--- config.mk ---
export PLATFORM = sky130hd
export DESIGN_NAME = rv_exec_unit
export DESIGN_NICKNAME = d
export VERILOG_FILES = /design/src/hdl/rv32i_types_pkg.sv /design/src/hdl/apb_map_pkg.sv /design/src/hdl/control_unit.sv /design/src/hdl/alu.sv /design/src/hdl/reg_file.sv /design/src/hdl/apb_slave_port.sv /design/src/hdl/rv_exec_unit.sv
export SDC_FILE = /design/constraint.sdc
export NUM_CORES = 2
export LEC_CHECK = 0
export BUFFER_PORTS_ARGS = -buffer_cell sky130_fd_sc_hd__buf_2
export CORE_ASPECT_RATIO = 1.1
export CORE_MARGIN = 5
export CORE_UTILIZATION = 65
export CTS_CLUSTER_DIAMETER = 30
export CTS_CLUSTER_SIZE = 28
export DETAILED_ROUTE_END_ITERATION = 10
export GPL_ROUTABILITY_DRIVEN = 0
export PLACE_DENSITY = 0.92
export SKIP_LAST_GASP = 1
export SLEW_MARGIN = 20
export SYNTH_ARGS = -nofsm -noshare
export SYNTH_HDL_FRONTEND = slang
export SYNTH_SLANG_ARGS = --single-unit
--- constraint.sdc ---
create_clock -name clk_i -period 18.5 [get_ports clk_i]
set_input_delay 3.7 -clock clk_i [delete_from_list [all_inputs] [get_ports clk_i]]
set_output_delay 3.7 -clock clk_i [all_outputs]
set_load 0.005 [all_outputs]
--- src/hdl/rv32i_types_pkg.sv ---
// RV32I instruction and ALU types
package rv32i_types_pkg;

    typedef logic [31:0] word_t;
    typedef logic [31:0] instr_t;
    typedef logic [4:0]  reg_idx_t;

    // Major opcodes handled by the execution block
    typedef enum logic [6:0] {
        REGREG = 7'b0110011,
        IMMED  = 7'b0010011,
        LUI    = 7'b0110111,
        AUIPC  = 7'b0010111
    } opcode_t;

    // Shared by the register and immediate forms
    typedef enum logic [2:0] {
        ADDSUB = 3'b000,
        SLL    = 3'b001,
        SLT    = 3'b010,
        SLTU   = 3'b011,
        XOR    = 3'b100,
        SR     = 3'b101,
        OR     = 3'b110,
        AND    = 3'b111
    } funct3_t;

    typedef enum logic [3:0] {
        ALU_ADD,
        ALU_SUB,
        ALU_SLL,
        ALU_SRL,
        ALU_SRA,
        ALU_AND,
        ALU_OR,
        ALU_XOR,
        ALU_SLT,
        ALU_SLTU
    } alu_op_t;

    typedef enum logic {
        W_SEL_FROM_ALU,
        W_SEL_FROM_IMM_U
    } w_sel_t;

endpackage

--- src/hdl/apb_map_pkg.sv ---
// APB register map
package apb_map_pkg;

    typedef logic [11:0] apb_addr_t;

    // Register xN lives at REGS_BASE + 4*N
    localparam apb_addr_t REGS_BASE   = 12'h000;
    localparam apb_addr_t INSTR_ADDR  = 12'h080;
    localparam apb_addr_t PC_ADDR     = 12'h084;
    localparam apb_addr_t STATUS_ADDR = 12'h088;

    // Status word fields
    localparam int STATUS_ILLEGAL_BIT = 0;
    localparam int STATUS_COUNT_LSB   = 16;
    localparam int STATUS_COUNT_MSB   = 31;

    typedef enum logic {
        ISSUE_IDLE,
        ISSUE_EXEC
    } issue_state_t;

endpackage

--- src/hdl/control_unit.sv ---
// Instruction decode
`timescale 1ns/1ps

module control_unit #(
    parameter int NUM_REGS = 32
) (
    input  rv32i_types_pkg::instr_t   instr_i,
    output rv32i_types_pkg::reg_idx_t rs1_o,
    output rv32i_types_pkg::reg_idx_t rs2_o,
    output rv32i_types_pkg::reg_idx_t rd_o,
    output rv32i_types_pkg::word_t    imm_o,
    output logic                      alu_a_sel_o,
    output logic                      alu_b_sel_o,
    output rv32i_types_pkg::alu_op_t  alu_op_o,
    output rv32i_types_pkg::w_sel_t   w_sel_o,
    output logic                      wen_o,
    output logic                      illegal_o
);
    rv32i_types_pkg::opcode_t opcode;
    rv32i_types_pkg::funct3_t funct3;
    logic [6:0]               funct7;
    logic                     is_regreg;
    logic                     is_immed;
    logic                     sr;
    logic                     add_sub;
    logic                     bad_opcode;
    logic                     bad_funct7;
    logic                     bad_index;

    assign opcode = rv32i_types_pkg::opcode_t'(instr_i[6:0]);
    assign funct3 = rv32i_types_pkg::funct3_t'(instr_i[14:12]);
    assign funct7 = instr_i[31:25];

    assign is_regreg = (opcode == rv32i_types_pkg::REGREG);
    assign is_immed  = (opcode == rv32i_types_pkg::IMMED);

    assign rs1_o = instr_i[19:15];
    assign rs2_o = instr_i[24:20];
    assign rd_o  = instr_i[11:7];

    // U immediate for LUI and AUIPC, sign-extended I immediate otherwise
    assign imm_o = (opcode == rv32i_types_pkg::LUI || opcode == rv32i_types_pkg::AUIPC) ?
                   {instr_i[31:12], 12'b0} : {{20{instr_i[31]}}, instr_i[31:20]};

    // A is the PC for AUIPC, B is the immediate unless register-register
    assign alu_a_sel_o = (opcode == rv32i_types_pkg::AUIPC);
    assign alu_b_sel_o = !is_regreg;

    assign w_sel_o = (opcode == rv32i_types_pkg::LUI) ? rv32i_types_pkg::W_SEL_FROM_IMM_U :
                                                         rv32i_types_pkg::W_SEL_FROM_ALU;

    always_comb begin
        case (opcode)
            rv32i_types_pkg::REGREG, rv32i_types_pkg::IMMED,
            rv32i_types_pkg::LUI, rv32i_types_pkg::AUIPC: bad_opcode = 1'b0;
            default:                                     bad_opcode = 1'b1;
        endcase
    end
    assign wen_o = !bad_opcode;

    // Bit 30 picks SUB for register ADD and SRA for either shift form
    assign sr      = (is_regreg || is_immed) && funct3 == rv32i_types_pkg::SR;
    assign add_sub = (is_regreg || is_immed) && funct3 == rv32i_types_pkg::ADDSUB;

    always_comb begin
        if ((is_regreg || is_immed) && funct3 == rv32i_types_pkg::SLL) begin
            alu_op_o = rv32i_types_pkg::ALU_SLL;
        end else if (sr && instr_i[30]) begin
            alu_op_o = rv32i_types_pkg::ALU_SRA;
        end else if (sr) begin
            alu_op_o = rv32i_types_pkg::ALU_SRL;
        end else if (add_sub && is_regreg && instr_i[30]) begin
            alu_op_o = rv32i_types_pkg::ALU_SUB;
        end else if (add_sub || opcode == rv32i_types_pkg::AUIPC) begin
            alu_op_o = rv32i_types_pkg::ALU_ADD;
        end else if ((is_regreg || is_immed) && funct3 == rv32i_types_pkg::AND) begin
            alu_op_o = rv32i_types_pkg::ALU_AND;
        end else if ((is_regreg || is_immed) && funct3 == rv32i_types_pkg::OR) begin
            alu_op_o = rv32i_types_pkg::ALU_OR;
        end else if ((is_regreg || is_immed) && funct3 == rv32i_types_pkg::XOR) begin
            alu_op_o = rv32i_types_pkg::ALU_XOR;
        end else if ((is_regreg || is_immed) && funct3 == rv32i_types_pkg::SLT) begin
            alu_op_o = rv32i_types_pkg::ALU_SLT;
        end else if ((is_regreg || is_immed) && funct3 == rv32i_types_pkg::SLTU) begin
            alu_op_o = rv32i_types_pkg::ALU_SLTU;
        end else begin
            alu_op_o = rv32i_types_pkg::ALU_ADD;
        end
    end

    // Only 0x20 with ADD/SUB or the right shift is a valid alternate funct7
    assign bad_funct7 = is_regreg &&
                        !(funct7 == 7'h00 ||
                          (funct7 == 7'h20 && (funct3 == rv32i_types_pkg::ADDSUB ||
                                               funct3 == rv32i_types_pkg::SR)));

    // RV32E style check on every index the instruction touches
    assign bad_index = (int'(rd_o) >= NUM_REGS) ||
                       ((is_regreg || is_immed) && int'(rs1_o) >= NUM_REGS) ||
                       (is_regreg && int'(rs2_o) >= NUM_REGS);

    assign illegal_o = bad_opcode || bad_funct7 || bad_index;

endmodule

--- src/hdl/alu.sv ---
// Integer ALU
`timescale 1ns/1ps

module alu (
    input  rv32i_types_pkg::word_t   rs1_data_i,
    input  rv32i_types_pkg::word_t   rs2_data_i,
    input  rv32i_types_pkg::word_t   pc_i,
    input  rv32i_types_pkg::word_t   imm_i,
    input  logic                     alu_a_sel_i,
    input  logic                     alu_b_sel_i,
    input  rv32i_types_pkg::alu_op_t alu_op_i,
    output rv32i_types_pkg::word_t   result_o
);
    rv32i_types_pkg::word_t op_a;
    rv32i_types_pkg::word_t op_b;
    logic [4:0]             shamt;

    assign op_a  = alu_a_sel_i ? pc_i : rs1_data_i;
    assign op_b  = alu_b_sel_i ? imm_i : rs2_data_i;
    assign shamt = op_b[4:0];

    always_comb begin
        case (alu_op_i)
            rv32i_types_pkg::ALU_ADD:  result_o = op_a + op_b;
            rv32i_types_pkg::ALU_SUB:  result_o = op_a - op_b;
            rv32i_types_pkg::ALU_SLL:  result_o = op_a << shamt;
            rv32i_types_pkg::ALU_SRL:  result_o = op_a >> shamt;
            rv32i_types_pkg::ALU_SRA:  result_o = $signed(op_a) >>> shamt;
            rv32i_types_pkg::ALU_AND:  result_o = op_a & op_b;
            rv32i_types_pkg::ALU_OR:   result_o = op_a | op_b;
            rv32i_types_pkg::ALU_XOR:  result_o = op_a ^ op_b;
            // Set-less-than forms return 0 or 1
            rv32i_types_pkg::ALU_SLT:  result_o = {31'b0, $signed(op_a) < $signed(op_b)};
            rv32i_types_pkg::ALU_SLTU: result_o = {31'b0, op_a < op_b};
            default:                   result_o = op_a + op_b;
        endcase
    end

endmodule

--- src/hdl/reg_file.sv ---
// Result stage and register file
`timescale 1ns/1ps

module reg_file #(
    parameter int NUM_REGS = 32
) (
    input  logic                      clk_i,
    input  logic                      reset_i,
    input  rv32i_types_pkg::reg_idx_t rs1_i,
    input  rv32i_types_pkg::reg_idx_t rs2_i,
    output rv32i_types_pkg::word_t    rs1_data_o,
    output rv32i_types_pkg::word_t    rs2_data_o,
    input  rv32i_types_pkg::reg_idx_t rd_i,
    input  logic                      wen_i,
    input  rv32i_types_pkg::w_sel_t   w_sel_i,
    input  rv32i_types_pkg::word_t    alu_result_i,
    input  rv32i_types_pkg::word_t    imm_i,
    input  rv32i_types_pkg::reg_idx_t host_idx_i,
    input  logic                      host_wen_i,
    input  rv32i_types_pkg::word_t    host_wdata_i,
    output rv32i_types_pkg::word_t    host_rdata_o
);
    rv32i_types_pkg::word_t regs [NUM_REGS];
    rv32i_types_pkg::word_t w_data;

    // x0 and indexes past the end read as zero
    function automatic rv32i_types_pkg::word_t read_port(input rv32i_types_pkg::reg_idx_t idx);
        rv32i_types_pkg::word_t value;
        value = '0;
        if (idx != '0 && int'(idx) < NUM_REGS) begin
            value = regs[idx];
        end
        return value;
    endfunction

    assign w_data = (w_sel_i == rv32i_types_pkg::W_SEL_FROM_IMM_U) ? imm_i : alu_result_i;

    always_comb begin
        rs1_data_o   = read_port(rs1_i);
        rs2_data_o   = read_port(rs2_i);
        host_rdata_o = read_port(host_idx_i);
    end

    always_ff @(posedge clk_i) begin
        if (reset_i) begin
            for (int i = 0; i < NUM_REGS; i++) begin
                regs[i] <= '0;
            end
        end else begin
            if (wen_i && rd_i != '0 && int'(rd_i) < NUM_REGS) begin
                regs[rd_i] <= w_data;
            end
            // Host writes only happen outside instruction issue
            if (host_wen_i && host_idx_i != '0 && int'(host_idx_i) < NUM_REGS) begin
                regs[host_idx_i] <= host_wdata_i;
            end
        end
    end

endmodule

--- src/hdl/apb_slave_port.sv ---
// APB slave and issue control
`timescale 1ns/1ps

module apb_slave_port #(
    parameter int NUM_REGS = 32
) (
    input  logic                      clk_i,
    input  logic                      reset_i,
    input  apb_map_pkg::apb_addr_t    paddr_i,
    input  logic                      psel_i,
    input  logic                      penable_i,
    input  logic                      pwrite_i,
    input  rv32i_types_pkg::word_t    pwdata_i,
    output rv32i_types_pkg::word_t    prdata_o,
    output logic                      pready_o,
    output logic                      pslverr_o,
    output rv32i_types_pkg::instr_t   instr_o,
    output rv32i_types_pkg::word_t    pc_o,
    output logic                      exec_valid_o,
    input  logic                      illegal_i,
    output rv32i_types_pkg::reg_idx_t host_idx_o,
    output logic                      host_wen_o,
    output rv32i_types_pkg::word_t    host_wdata_o,
    input  rv32i_types_pkg::word_t    host_rdata_i
);
    apb_map_pkg::issue_state_t state_q;
    rv32i_types_pkg::instr_t   instr_q;
    rv32i_types_pkg::word_t    pc_q;
    logic                      illegal_q;
    logic [15:0]               count_q;
    rv32i_types_pkg::word_t    status_word;

    logic access;
    logic is_reg;
    logic reg_in_range;
    logic is_instr;
    logic is_pc;
    logic is_status;
    logic instr_wr;
    logic retire;
    logic err;

    assign access = psel_i && penable_i;

    // Register window covers the first 32 words
    assign is_reg       = (paddr_i[11:7] == apb_map_pkg::REGS_BASE[11:7]) &&
                          (paddr_i[1:0] == 2'b00);
    assign host_idx_o   = paddr_i[6:2];
    assign reg_in_range = int'(host_idx_o) < NUM_REGS;
    assign is_instr     = (paddr_i == apb_map_pkg::INSTR_ADDR);
    assign is_pc        = (paddr_i == apb_map_pkg::PC_ADDR);
    assign is_status    = (paddr_i == apb_map_pkg::STATUS_ADDR);

    assign instr_wr = access && pwrite_i && is_instr;
    // Instruction retires in its second access cycle
    assign retire   = instr_wr && (state_q == apb_map_pkg::ISSUE_EXEC);

    // One wait state for instruction writes only
    assign pready_o = access && (!instr_wr || state_q == apb_map_pkg::ISSUE_EXEC);

    always_comb begin
        if (instr_wr) begin
            err = illegal_i;
        end else if (is_reg) begin
            err = !reg_in_range;
        end else if (is_instr) begin
            err = 1'b1;
        end else if (is_pc) begin
            err = 1'b0;
        end else if (is_status) begin
            err = pwrite_i;
        end else begin
            err = 1'b1;
        end
    end
    assign pslverr_o = pready_o && err;

    // Status fields placed by the register map
    always_comb begin
        status_word = '0;
        status_word[apb_map_pkg::STATUS_ILLEGAL_BIT] = illegal_q;
        status_word[apb_map_pkg::STATUS_COUNT_MSB:apb_map_pkg::STATUS_COUNT_LSB] = count_q;
    end

    always_comb begin
        if (is_reg) begin
            prdata_o = host_rdata_i;
        end else if (is_pc) begin
            prdata_o = pc_q;
        end else if (is_status) begin
            prdata_o = status_word;
        end else begin
            prdata_o = '0;
        end
    end

    assign host_wen_o   = access && pwrite_i && is_reg && reg_in_range;
    assign host_wdata_o = pwdata_i;

    assign instr_o      = instr_q;
    assign pc_o         = pc_q;
    assign exec_valid_o = (state_q == apb_map_pkg::ISSUE_EXEC);

    // Latch the instruction word in the first access cycle
    always_ff @(posedge clk_i) begin
        if (instr_wr && state_q == apb_map_pkg::ISSUE_IDLE) begin
            instr_q <= pwdata_i;
        end
    end

    always_ff @(posedge clk_i) begin
        if (reset_i) begin
            state_q   <= apb_map_pkg::ISSUE_IDLE;
            pc_q      <= '0;
            illegal_q <= 1'b0;
            count_q   <= '0;
        end else begin
            case (state_q)
                apb_map_pkg::ISSUE_IDLE: begin
                    if (instr_wr) begin
                        state_q <= apb_map_pkg::ISSUE_EXEC;
                    end
                end
                default: state_q <= apb_map_pkg::ISSUE_IDLE;
            endcase
            if (access && pwrite_i && is_pc) begin
                pc_q <= pwdata_i;
            end
            if (retire) begin
                illegal_q <= illegal_i;
                // Retired count wraps silently
                if (!illegal_i) begin
                    count_q <= count_q + 16'd1;
                end
            end
        end
    end

endmodule

--- src/hdl/rv_exec_unit.sv ---
// RV32I execution block top level
`timescale 1ns/1ps

module rv_exec_unit #(
    parameter int NUM_REGS = 32
) (
    input  logic                   clk_i,
    input  logic                   reset_i,
    input  apb_map_pkg::apb_addr_t paddr_i,
    input  logic                   psel_i,
    input  logic                   penable_i,
    input  logic                   pwrite_i,
    input  rv32i_types_pkg::word_t pwdata_i,
    output rv32i_types_pkg::word_t prdata_o,
    output logic                   pready_o,
    output logic                   pslverr_o
);
    rv32i_types_pkg::instr_t   instr;
    rv32i_types_pkg::word_t    pc;
    logic                      exec_valid;
    logic                      illegal;
    rv32i_types_pkg::reg_idx_t host_idx;
    logic                      host_wen;
    rv32i_types_pkg::word_t    host_wdata;
    rv32i_types_pkg::word_t    host_rdata;
    rv32i_types_pkg::reg_idx_t rs1;
    rv32i_types_pkg::reg_idx_t rs2;
    rv32i_types_pkg::reg_idx_t rd;
    rv32i_types_pkg::word_t    imm;
    logic                      alu_a_sel;
    logic                      alu_b_sel;
    rv32i_types_pkg::alu_op_t  alu_op;
    rv32i_types_pkg::w_sel_t   w_sel;
    logic                      cu_wen;
    logic                      rf_wen;
    rv32i_types_pkg::word_t    rs1_data;
    rv32i_types_pkg::word_t    rs2_data;
    rv32i_types_pkg::word_t    alu_result;

    // Writeback only for a legal instruction being issued
    assign rf_wen = cu_wen && exec_valid && !illegal;

    apb_slave_port #(
        .NUM_REGS(NUM_REGS)
    ) apb_slave_port_i (
        .clk_i       (clk_i),
        .reset_i     (reset_i),
        .paddr_i     (paddr_i),
        .psel_i      (psel_i),
        .penable_i   (penable_i),
        .pwrite_i    (pwrite_i),
        .pwdata_i    (pwdata_i),
        .prdata_o    (prdata_o),
        .pready_o    (pready_o),
        .pslverr_o   (pslverr_o),
        .instr_o     (instr),
        .pc_o        (pc),
        .exec_valid_o(exec_valid),
        .illegal_i   (illegal),
        .host_idx_o  (host_idx),
        .host_wen_o  (host_wen),
        .host_wdata_o(host_wdata),
        .host_rdata_i(host_rdata)
    );

    control_unit #(
        .NUM_REGS(NUM_REGS)
    ) control_unit_i (
        .instr_i    (instr),
        .rs1_o      (rs1),
        .rs2_o      (rs2),
        .rd_o       (rd),
        .imm_o      (imm),
        .alu_a_sel_o(alu_a_sel),
        .alu_b_sel_o(alu_b_sel),
        .alu_op_o   (alu_op),
        .w_sel_o    (w_sel),
        .wen_o      (cu_wen),
        .illegal_o  (illegal)
    );

    alu alu_i (
        .rs1_data_i (rs1_data),
        .rs2_data_i (rs2_data),
        .pc_i       (pc),
        .imm_i      (imm),
        .alu_a_sel_i(alu_a_sel),
        .alu_b_sel_i(alu_b_sel),
        .alu_op_i   (alu_op),
        .result_o   (alu_result)
    );

    reg_file #(
        .NUM_REGS(NUM_REGS)
    ) reg_file_i (
        .clk_i       (clk_i),
        .reset_i     (reset_i),
        .rs1_i       (rs1),
        .rs2_i       (rs2),
        .rs1_data_o  (rs1_data),
        .rs2_data_o  (rs2_data),
        .rd_i        (rd),
        .wen_i       (rf_wen),
        .w_sel_i     (w_sel),
        .alu_result_i(alu_result),
        .imm_i       (imm),
        .host_idx_i  (host_idx),
        .host_wen_i  (host_wen),
        .host_wdata_i(host_wdata),
        .host_rdata_o(host_rdata)
    );

endmodule

==> results of run 1 <==
metrics by stage:
step                      std cells  cell area, um2  hold slack, ns  setup slack (ns)  utilization [%]
after floorplan                6643           80400           0.445              8.18                -
after global placement         7805           82000           0.453              6.66             66.7
after detailed placement       7807           82000           0.471              6.43             66.7
after CTS                      8120           87800           0.505              6.31             71.4
routing by layer:
layer	overflow	global-route usage (%)
met4	171	69.6
met5	2	64.5
met1	25	68.2
met3	21	71.8
met2	252	88.0
cell families after synthesis:
logic type | synth area share (%)
AND/OR/NAND/NOR | 7.63
adder cells (fa/ha/maj) | 1.58
flip-flops | 41.0
multiplexers | 26.7
XOR/XNOR | 0.316
other | 0.00467
buffers and inverters | 4.93
AO/OA/AOI/OAI | 17.8
==> out/qor.txt, run 1 <==
====================================================================================
Run status ............................................................ did not finish
Stage reached .........................................................      5_1_grt
Run Error ............................................................. [ERROR GRT-0116] Global routing finished with congestion. Check the congestion regions in the DRC Viewer.
# IOs .................................................................           83
Die width .............................................................       345 um
Buffer levels on the longest clock path ...............................            3
Effective utilization at floorplan ....................................        65.3%
Height of the die .....................................................       379 um
Overflow left after global routing ....................................          471
Count of H-tree levels built during CTS ...............................            4
Global-route wire length before repair ................................       692 mm
Site row count ........................................................          135
Clock Sinks ...........................................................         1116
Post-DP HPWL ..........................................................       237 mm
Sequential fraction of the synthesis area .............................        41.0%
Cts-stage hold buffer count ...........................................            0
Total of flip-flops plus latches after synthesis ......................         1116
Proportion of synthesized flip-flops having asynchronous set or reset .           0%
Post_cts resized ......................................................            0
Warning count from the yosys run ......................................            0
Top post-synthesis cells by area ...................................... sky130_fd_sc_hd__edfxtp_1 (39%), sky130_fd_sc_hd__mux4_2 (23%), sky130_fd_sc_hd__a22o_1 (6.9%)
Synthesized cell area .................................................   0.0803 mm2
PortBufs ..............................................................           82
Cell with the most instances after synthesis .......................... sky130_fd_sc_hd__edfxtp_1
Post-CTS repair timing setup buffer count .............................            0
Count of unique library cells instantiated by Yosys ...................          103
Number of enable flip-flop cells after synthesis ......................         1056
Most used flip-flop cell after synthesis .............................. sky130_fd_sc_hd__edfxtp_1
Synthesized netlist cell count ........................................         6612
Maximum number of pins on one net before global-route repair ..........          110
Root buffer cell ...................................................... sky130_fd_sc_hd__clkbuf_16
Vias in the first global route ........................................        89200
CTS buffer count ......................................................          166
Library cell with the largest summed area after synthesis ............. sky130_fd_sc_hd__edfxtp_1
Synth top cells by count .............................................. sky130_fd_sc_hd__edfxtp_1 (1056), sky130_fd_sc_hd__mux4_2 (833), sky130_fd_sc_hd__nand2_1 (710)
Syn Area/Cell .........................................................     12.1 um2
All-layer global routing usage ........................................        74.8%
Fraction of post-synthesis cell area in the top cell type by area .....        39.5%
====================================================================================
==> run 2: changes to the inputs <==
--- a/config.mk
+++ b/config.mk
@@ -6,14 +6,11 @@
 export NUM_CORES = 2
 export LEC_CHECK = 0
 export BUFFER_PORTS_ARGS = -buffer_cell sky130_fd_sc_hd__buf_2
-export CORE_ASPECT_RATIO = 1.1
 export CORE_MARGIN = 5
-export CORE_UTILIZATION = 65
-export CTS_CLUSTER_DIAMETER = 30
-export CTS_CLUSTER_SIZE = 28
+export CORE_UTILIZATION = 40
 export DETAILED_ROUTE_END_ITERATION = 10
 export GPL_ROUTABILITY_DRIVEN = 0
-export PLACE_DENSITY = 0.92
+export PLACE_DENSITY_LB_ADDON = 0.15
 export SKIP_LAST_GASP = 1
 export SLEW_MARGIN = 20
 export SYNTH_ARGS = -nofsm -noshare
==> run 2 against run 1 <==
  * The run now ends clean
  * Area after synthesis unchanged
  * Synthesized cell count unchanged
==> out/qor.txt, run 2 <==
==========================================================================================
Run status .................................................................. complete, no violations
Crit path setup slack, layout ...............................................      6.85 ns
Vias in the first global route ..............................................        65200
Highest clock frequency the design can meet .................................     85.9 MHz
TritonCTS clock tree ........................................................          yes
Critical-path maximum fanout ................................................           64
Startpoint kind of the worst setup timing path ..............................    input pin
Fin crit share ..............................................................        63.0%
Die width ...................................................................       458 um
Height of the die ...........................................................       458 um
Flip-flop count of the largest register after layout ........................         1024
Count of unique library cells instantiated by Yosys .........................          103
Measured slew at the worst slew-check pin ...................................      1.24 ns
Last element of the critical path ........................................... prdata_o[17]
Total of flip-flops plus latches after synthesis ............................         1116
Core box area ...............................................................    0.200 mm2
Number of enable flip-flop cells after synthesis ............................         1056
Synthesized netlist cell count ..............................................         6612
Reg with most FFs ........................................................... reg_file_i.regs
Pleak .......................................................................      28.8 nW
Full die area ...............................................................    0.210 mm2
Setup_tns ...................................................................         0 ns
# IOs .......................................................................           83
Pins over their slew limit ..................................................            0
Worst R2R End ............................................................... reg_file_i.regs[8][0]$_DFFE_PP_
Synthesized cell area .......................................................   0.0803 mm2
Count of H-tree levels built during CTS .....................................            3
Final number of hold-violating endpoints ....................................            0
Clock Sinks .................................................................         1116
Register-to-register path setup slack .......................................      8.83 ns
Leading cell type in the layout, fill and taps excluded ..................... sky130_fd_sc_hd__edfxtp_1
Cell breakdown of the critical path ......................................... buf_8 > buf_4 > buf_4 > mux4_2 > a22o_1 > a221oi_1 > a31oi_1 > a221o_1 > buf_2
Per-cell routed wire length .................................................      44.6 um
Synth top cells by count .................................................... sky130_fd_sc_hd__edfxtp_1 (1056), sky130_fd_sc_hd__mux4_2 (833), sky130_fd_sc_hd__nand2_1 (710)
Summed area of non-filler cells in the final layout .........................   0.0878 mm2
Minimum clock period after layout ...........................................     11.65 ns
Cts-stage hold buffer count .................................................            0
Critical-path top delay cell ................................................ sky130_fd_sc_hd__buf_4
Power density over cell area ................................................  71.9 mW/mm2
Maximum number of pins on one net before global-route repair ................          102
Worst Setup SP ..............................................................   paddr_i[2]
Worst setup slack before clock tree synthesis ...............................      6.86 ns
Number of design rule violations left after detail routing ..................            0
Ratio of cells with drive above 1 in the final layout .......................        25.9%
First DRT Iteration DRCs ....................................................        12600
Most used flip-flop cell after synthesis .................................... sky130_fd_sc_hd__edfxtp_1
Worst-case headroom to the max-slew limit ...................................        16.9%
Critical Path Sink Type ..................................................... primary output
Proportion of synthesized flip-flops having asynchronous set or reset .......           0%
Library cell with the largest summed area after synthesis ................... sky130_fd_sc_hd__edfxtp_1
Max IR drop VDD .............................................................  0.0000901 V
Cell with the most instances after synthesis ................................ sky130_fd_sc_hd__edfxtp_1
Global-route wire length before repair ......................................       551 mm
Most repeated library cell on the critical path ............................. sky130_fd_sc_hd__buf_4
Leading cell types in the layout, fill and taps excluded .................... sky130_fd_sc_hd__edfxtp_1 (1056), sky130_fd_sc_hd__mux4_2 (833), sky130_fd_sc_hd__nand2_1 (707), sky130_fd_sc_hd__a22o_1 (636), sky130_fd_sc_hd__o21ai_0 (489)
Buffer levels on the longest clock path .....................................            3
Total vias in the final route ...............................................        69600
Clock edge transition at the registers on the reported setup and hold paths .      0.06 ns
PortBufs ....................................................................           82
Number of iterations in the first detailed-routing pass .....................            8
R2R depth ...................................................................           22
Post-route antenna net violation count ......................................            0
Root buffer cell ............................................................ sky130_fd_sc_hd__clkbuf_16
Top post-synthesis cells by area ............................................ sky130_fd_sc_hd__edfxtp_1 (39%), sky130_fd_sc_hd__mux4_2 (23%), sky130_fd_sc_hd__a22o_1 (6.9%)
Post-DP HPWL ................................................................       267 mm
Final Routed Wirelength .....................................................       405 mm
Longest individual stage delay on the worst path ............................      0.81 ns
Sequential fraction of the synthesis area ...................................        41.0%
Number of antenna violations at the first check in global routing ...........           31
Syn Area/Cell ...............................................................     12.1 um2
Total Nets Final ............................................................         6454
Class of the tightest hold or removal check .................................      reg2reg
Total setup violations reported at the end of the flow ......................            0
Post_cts resized ............................................................            0
Site row count ..............................................................          164
Effective utilization at floorplan ..........................................        40.2%
Warning count from the yosys run ............................................            0
Synthesis-to-finish area growth .............................................        9.36%
Critical path start-end classification ......................................       in2out
Standard cell area after detailed placement .................................   0.0836 mm2
Worst setup skew after layout ...............................................    0.0638 ns
All-layer global routing usage ..............................................        37.3%
Unrepaired setup endpoints after global routing .............................        false
Overflow left after global routing ..........................................            0
Worst skew pair latency .....................................................      0.83 ns
Fraction of post-synthesis cell area in the top cell type by area ...........        39.5%
Vias/cell ...................................................................         7.67
Filler cells ................................................................        18000
Max capacitance violation total .............................................            0
Hold Path Cell Cnt ..........................................................            2
Data required time of the worst path ........................................     14.80 ns
Post-CTS repair timing setup buffer count ...................................            0
Worst Path Arrival ..........................................................      7.95 ns
CTS buffer count ............................................................          121
==========================================================================================
run 2: worst max-delay path: cells and delay by family:
family	cells	cell delay (ns)
buffers and inverters	4	2.23
muxes	1	0.60
AOI/OAI and AO/OA	4	1.31
run 2: stage by stage:
stage	hold WS [ns]	instances	power (mW)	utilization (%)
floorplan	0.445	6643	3.40	-
global placement	0.495	8837	3.69	41.9
detailed placement	0.502	8838	3.69	41.9
CTS	0.511	9066	6.27	44.0
global route	0.527	9071	6.41	44.0
finish	0.512	9084	6.32	44.0
run 2: power by group:
group / switching (mW) / internal [mW] / leakage [nW] / total, mW
Sequential: 0.115 / 2.88 / 10.5 / 3.00
Combinational: 0.429 / 0.258 / 16.3 / 0.687
Clock: 1.15 / 1.48 / 2.02 / 2.64
Total: 1.70 / 4.62 / 28.8 / 6.32
run 2: worst min-delay path by stage:
| stage | startpoint | endpoint | slack, ns |
|---|---|---|---|
| after floorplan | apb_slave_port_i.pc_o[31]$_SDFFE_PP0P_ | apb_slave_port_i.pc_o[31]$_SDFFE_PP0P_ | 0.44 |
| after global placement | apb_slave_port_i.pc_o[16]$_SDFFE_PP0P_ | apb_slave_port_i.pc_o[16]$_SDFFE_PP0P_ | 0.50 |
| after detailed placement | apb_slave_port_i.pc_o[11]$_SDFFE_PP0P_ | apb_slave_port_i.pc_o[11]$_SDFFE_PP0P_ | 0.50 |
| after CTS | apb_slave_port_i.pc_o[11]$_SDFFE_PP0P_ | apb_slave_port_i.pc_o[11]$_SDFFE_PP0P_ | 0.51 |
| after global routing | apb_slave_port_i.pc_o[31]$_SDFFE_PP0P_ | apb_slave_port_i.pc_o[31]$_SDFFE_PP0P_ | 0.53 |
| final | apb_slave_port_i.pc_o[0]$_SDFFE_PP0P_ | apb_slave_port_i.pc_o[0]$_SDFFE_PP0P_ | 0.51 |
run 2: cells by family (layout without fill, tap and decap cells):
| family | Yosys count | count (layout) | share of synthesized area [%] |
|---|---|---|---|
| flip-flops | 1116 | 1116 | 41.0 |
| XOR/XNOR | 29 | 29 | 0.316 |
| multiplexers | 1088 | 1088 | 26.7 |
| other | 1 | 50 | 0.00467 |
| AND/OR/NAND/NOR | 1387 | 1387 | 7.63 |
| buffers and inverters | 909 | 676 | 4.93 |
| adder cells (fa/ha/maj) | 100 | 100 | 1.58 |
| AO/OA/AOI/OAI | 1982 | 1982 | 17.8 |
run 2: cell type report:
cell class / instances / area [um2] / area share (%)
Clock buffer: 155 / 3290 / 3.74
Antenna cell: 18 / 45.0 / 0.0513
Multi-Input combinational cell: 4618 / 44500 / 50.7
Inverter: 116 / 445 / 0.507
Tap cell: 2656 / 3320 / 3.78
Clock inverter: 73 / 897 / 1.02
Timing Repair Buffer: 332 / 2370 / 2.70
Sequential cell: 1116 / 32900 / 37.5
run 2: routing by layer:
layer  wire length (um)  up-vias  track usage [%]
li1                   -    26200                -
met2             174000     6597             54.7
met4              34700       22             25.9
met1             137000    35200             45.4
met5                212        -            0.344
met3              59300     1688             14.1
Note: power is estimated with default switching activity, not from simulation.
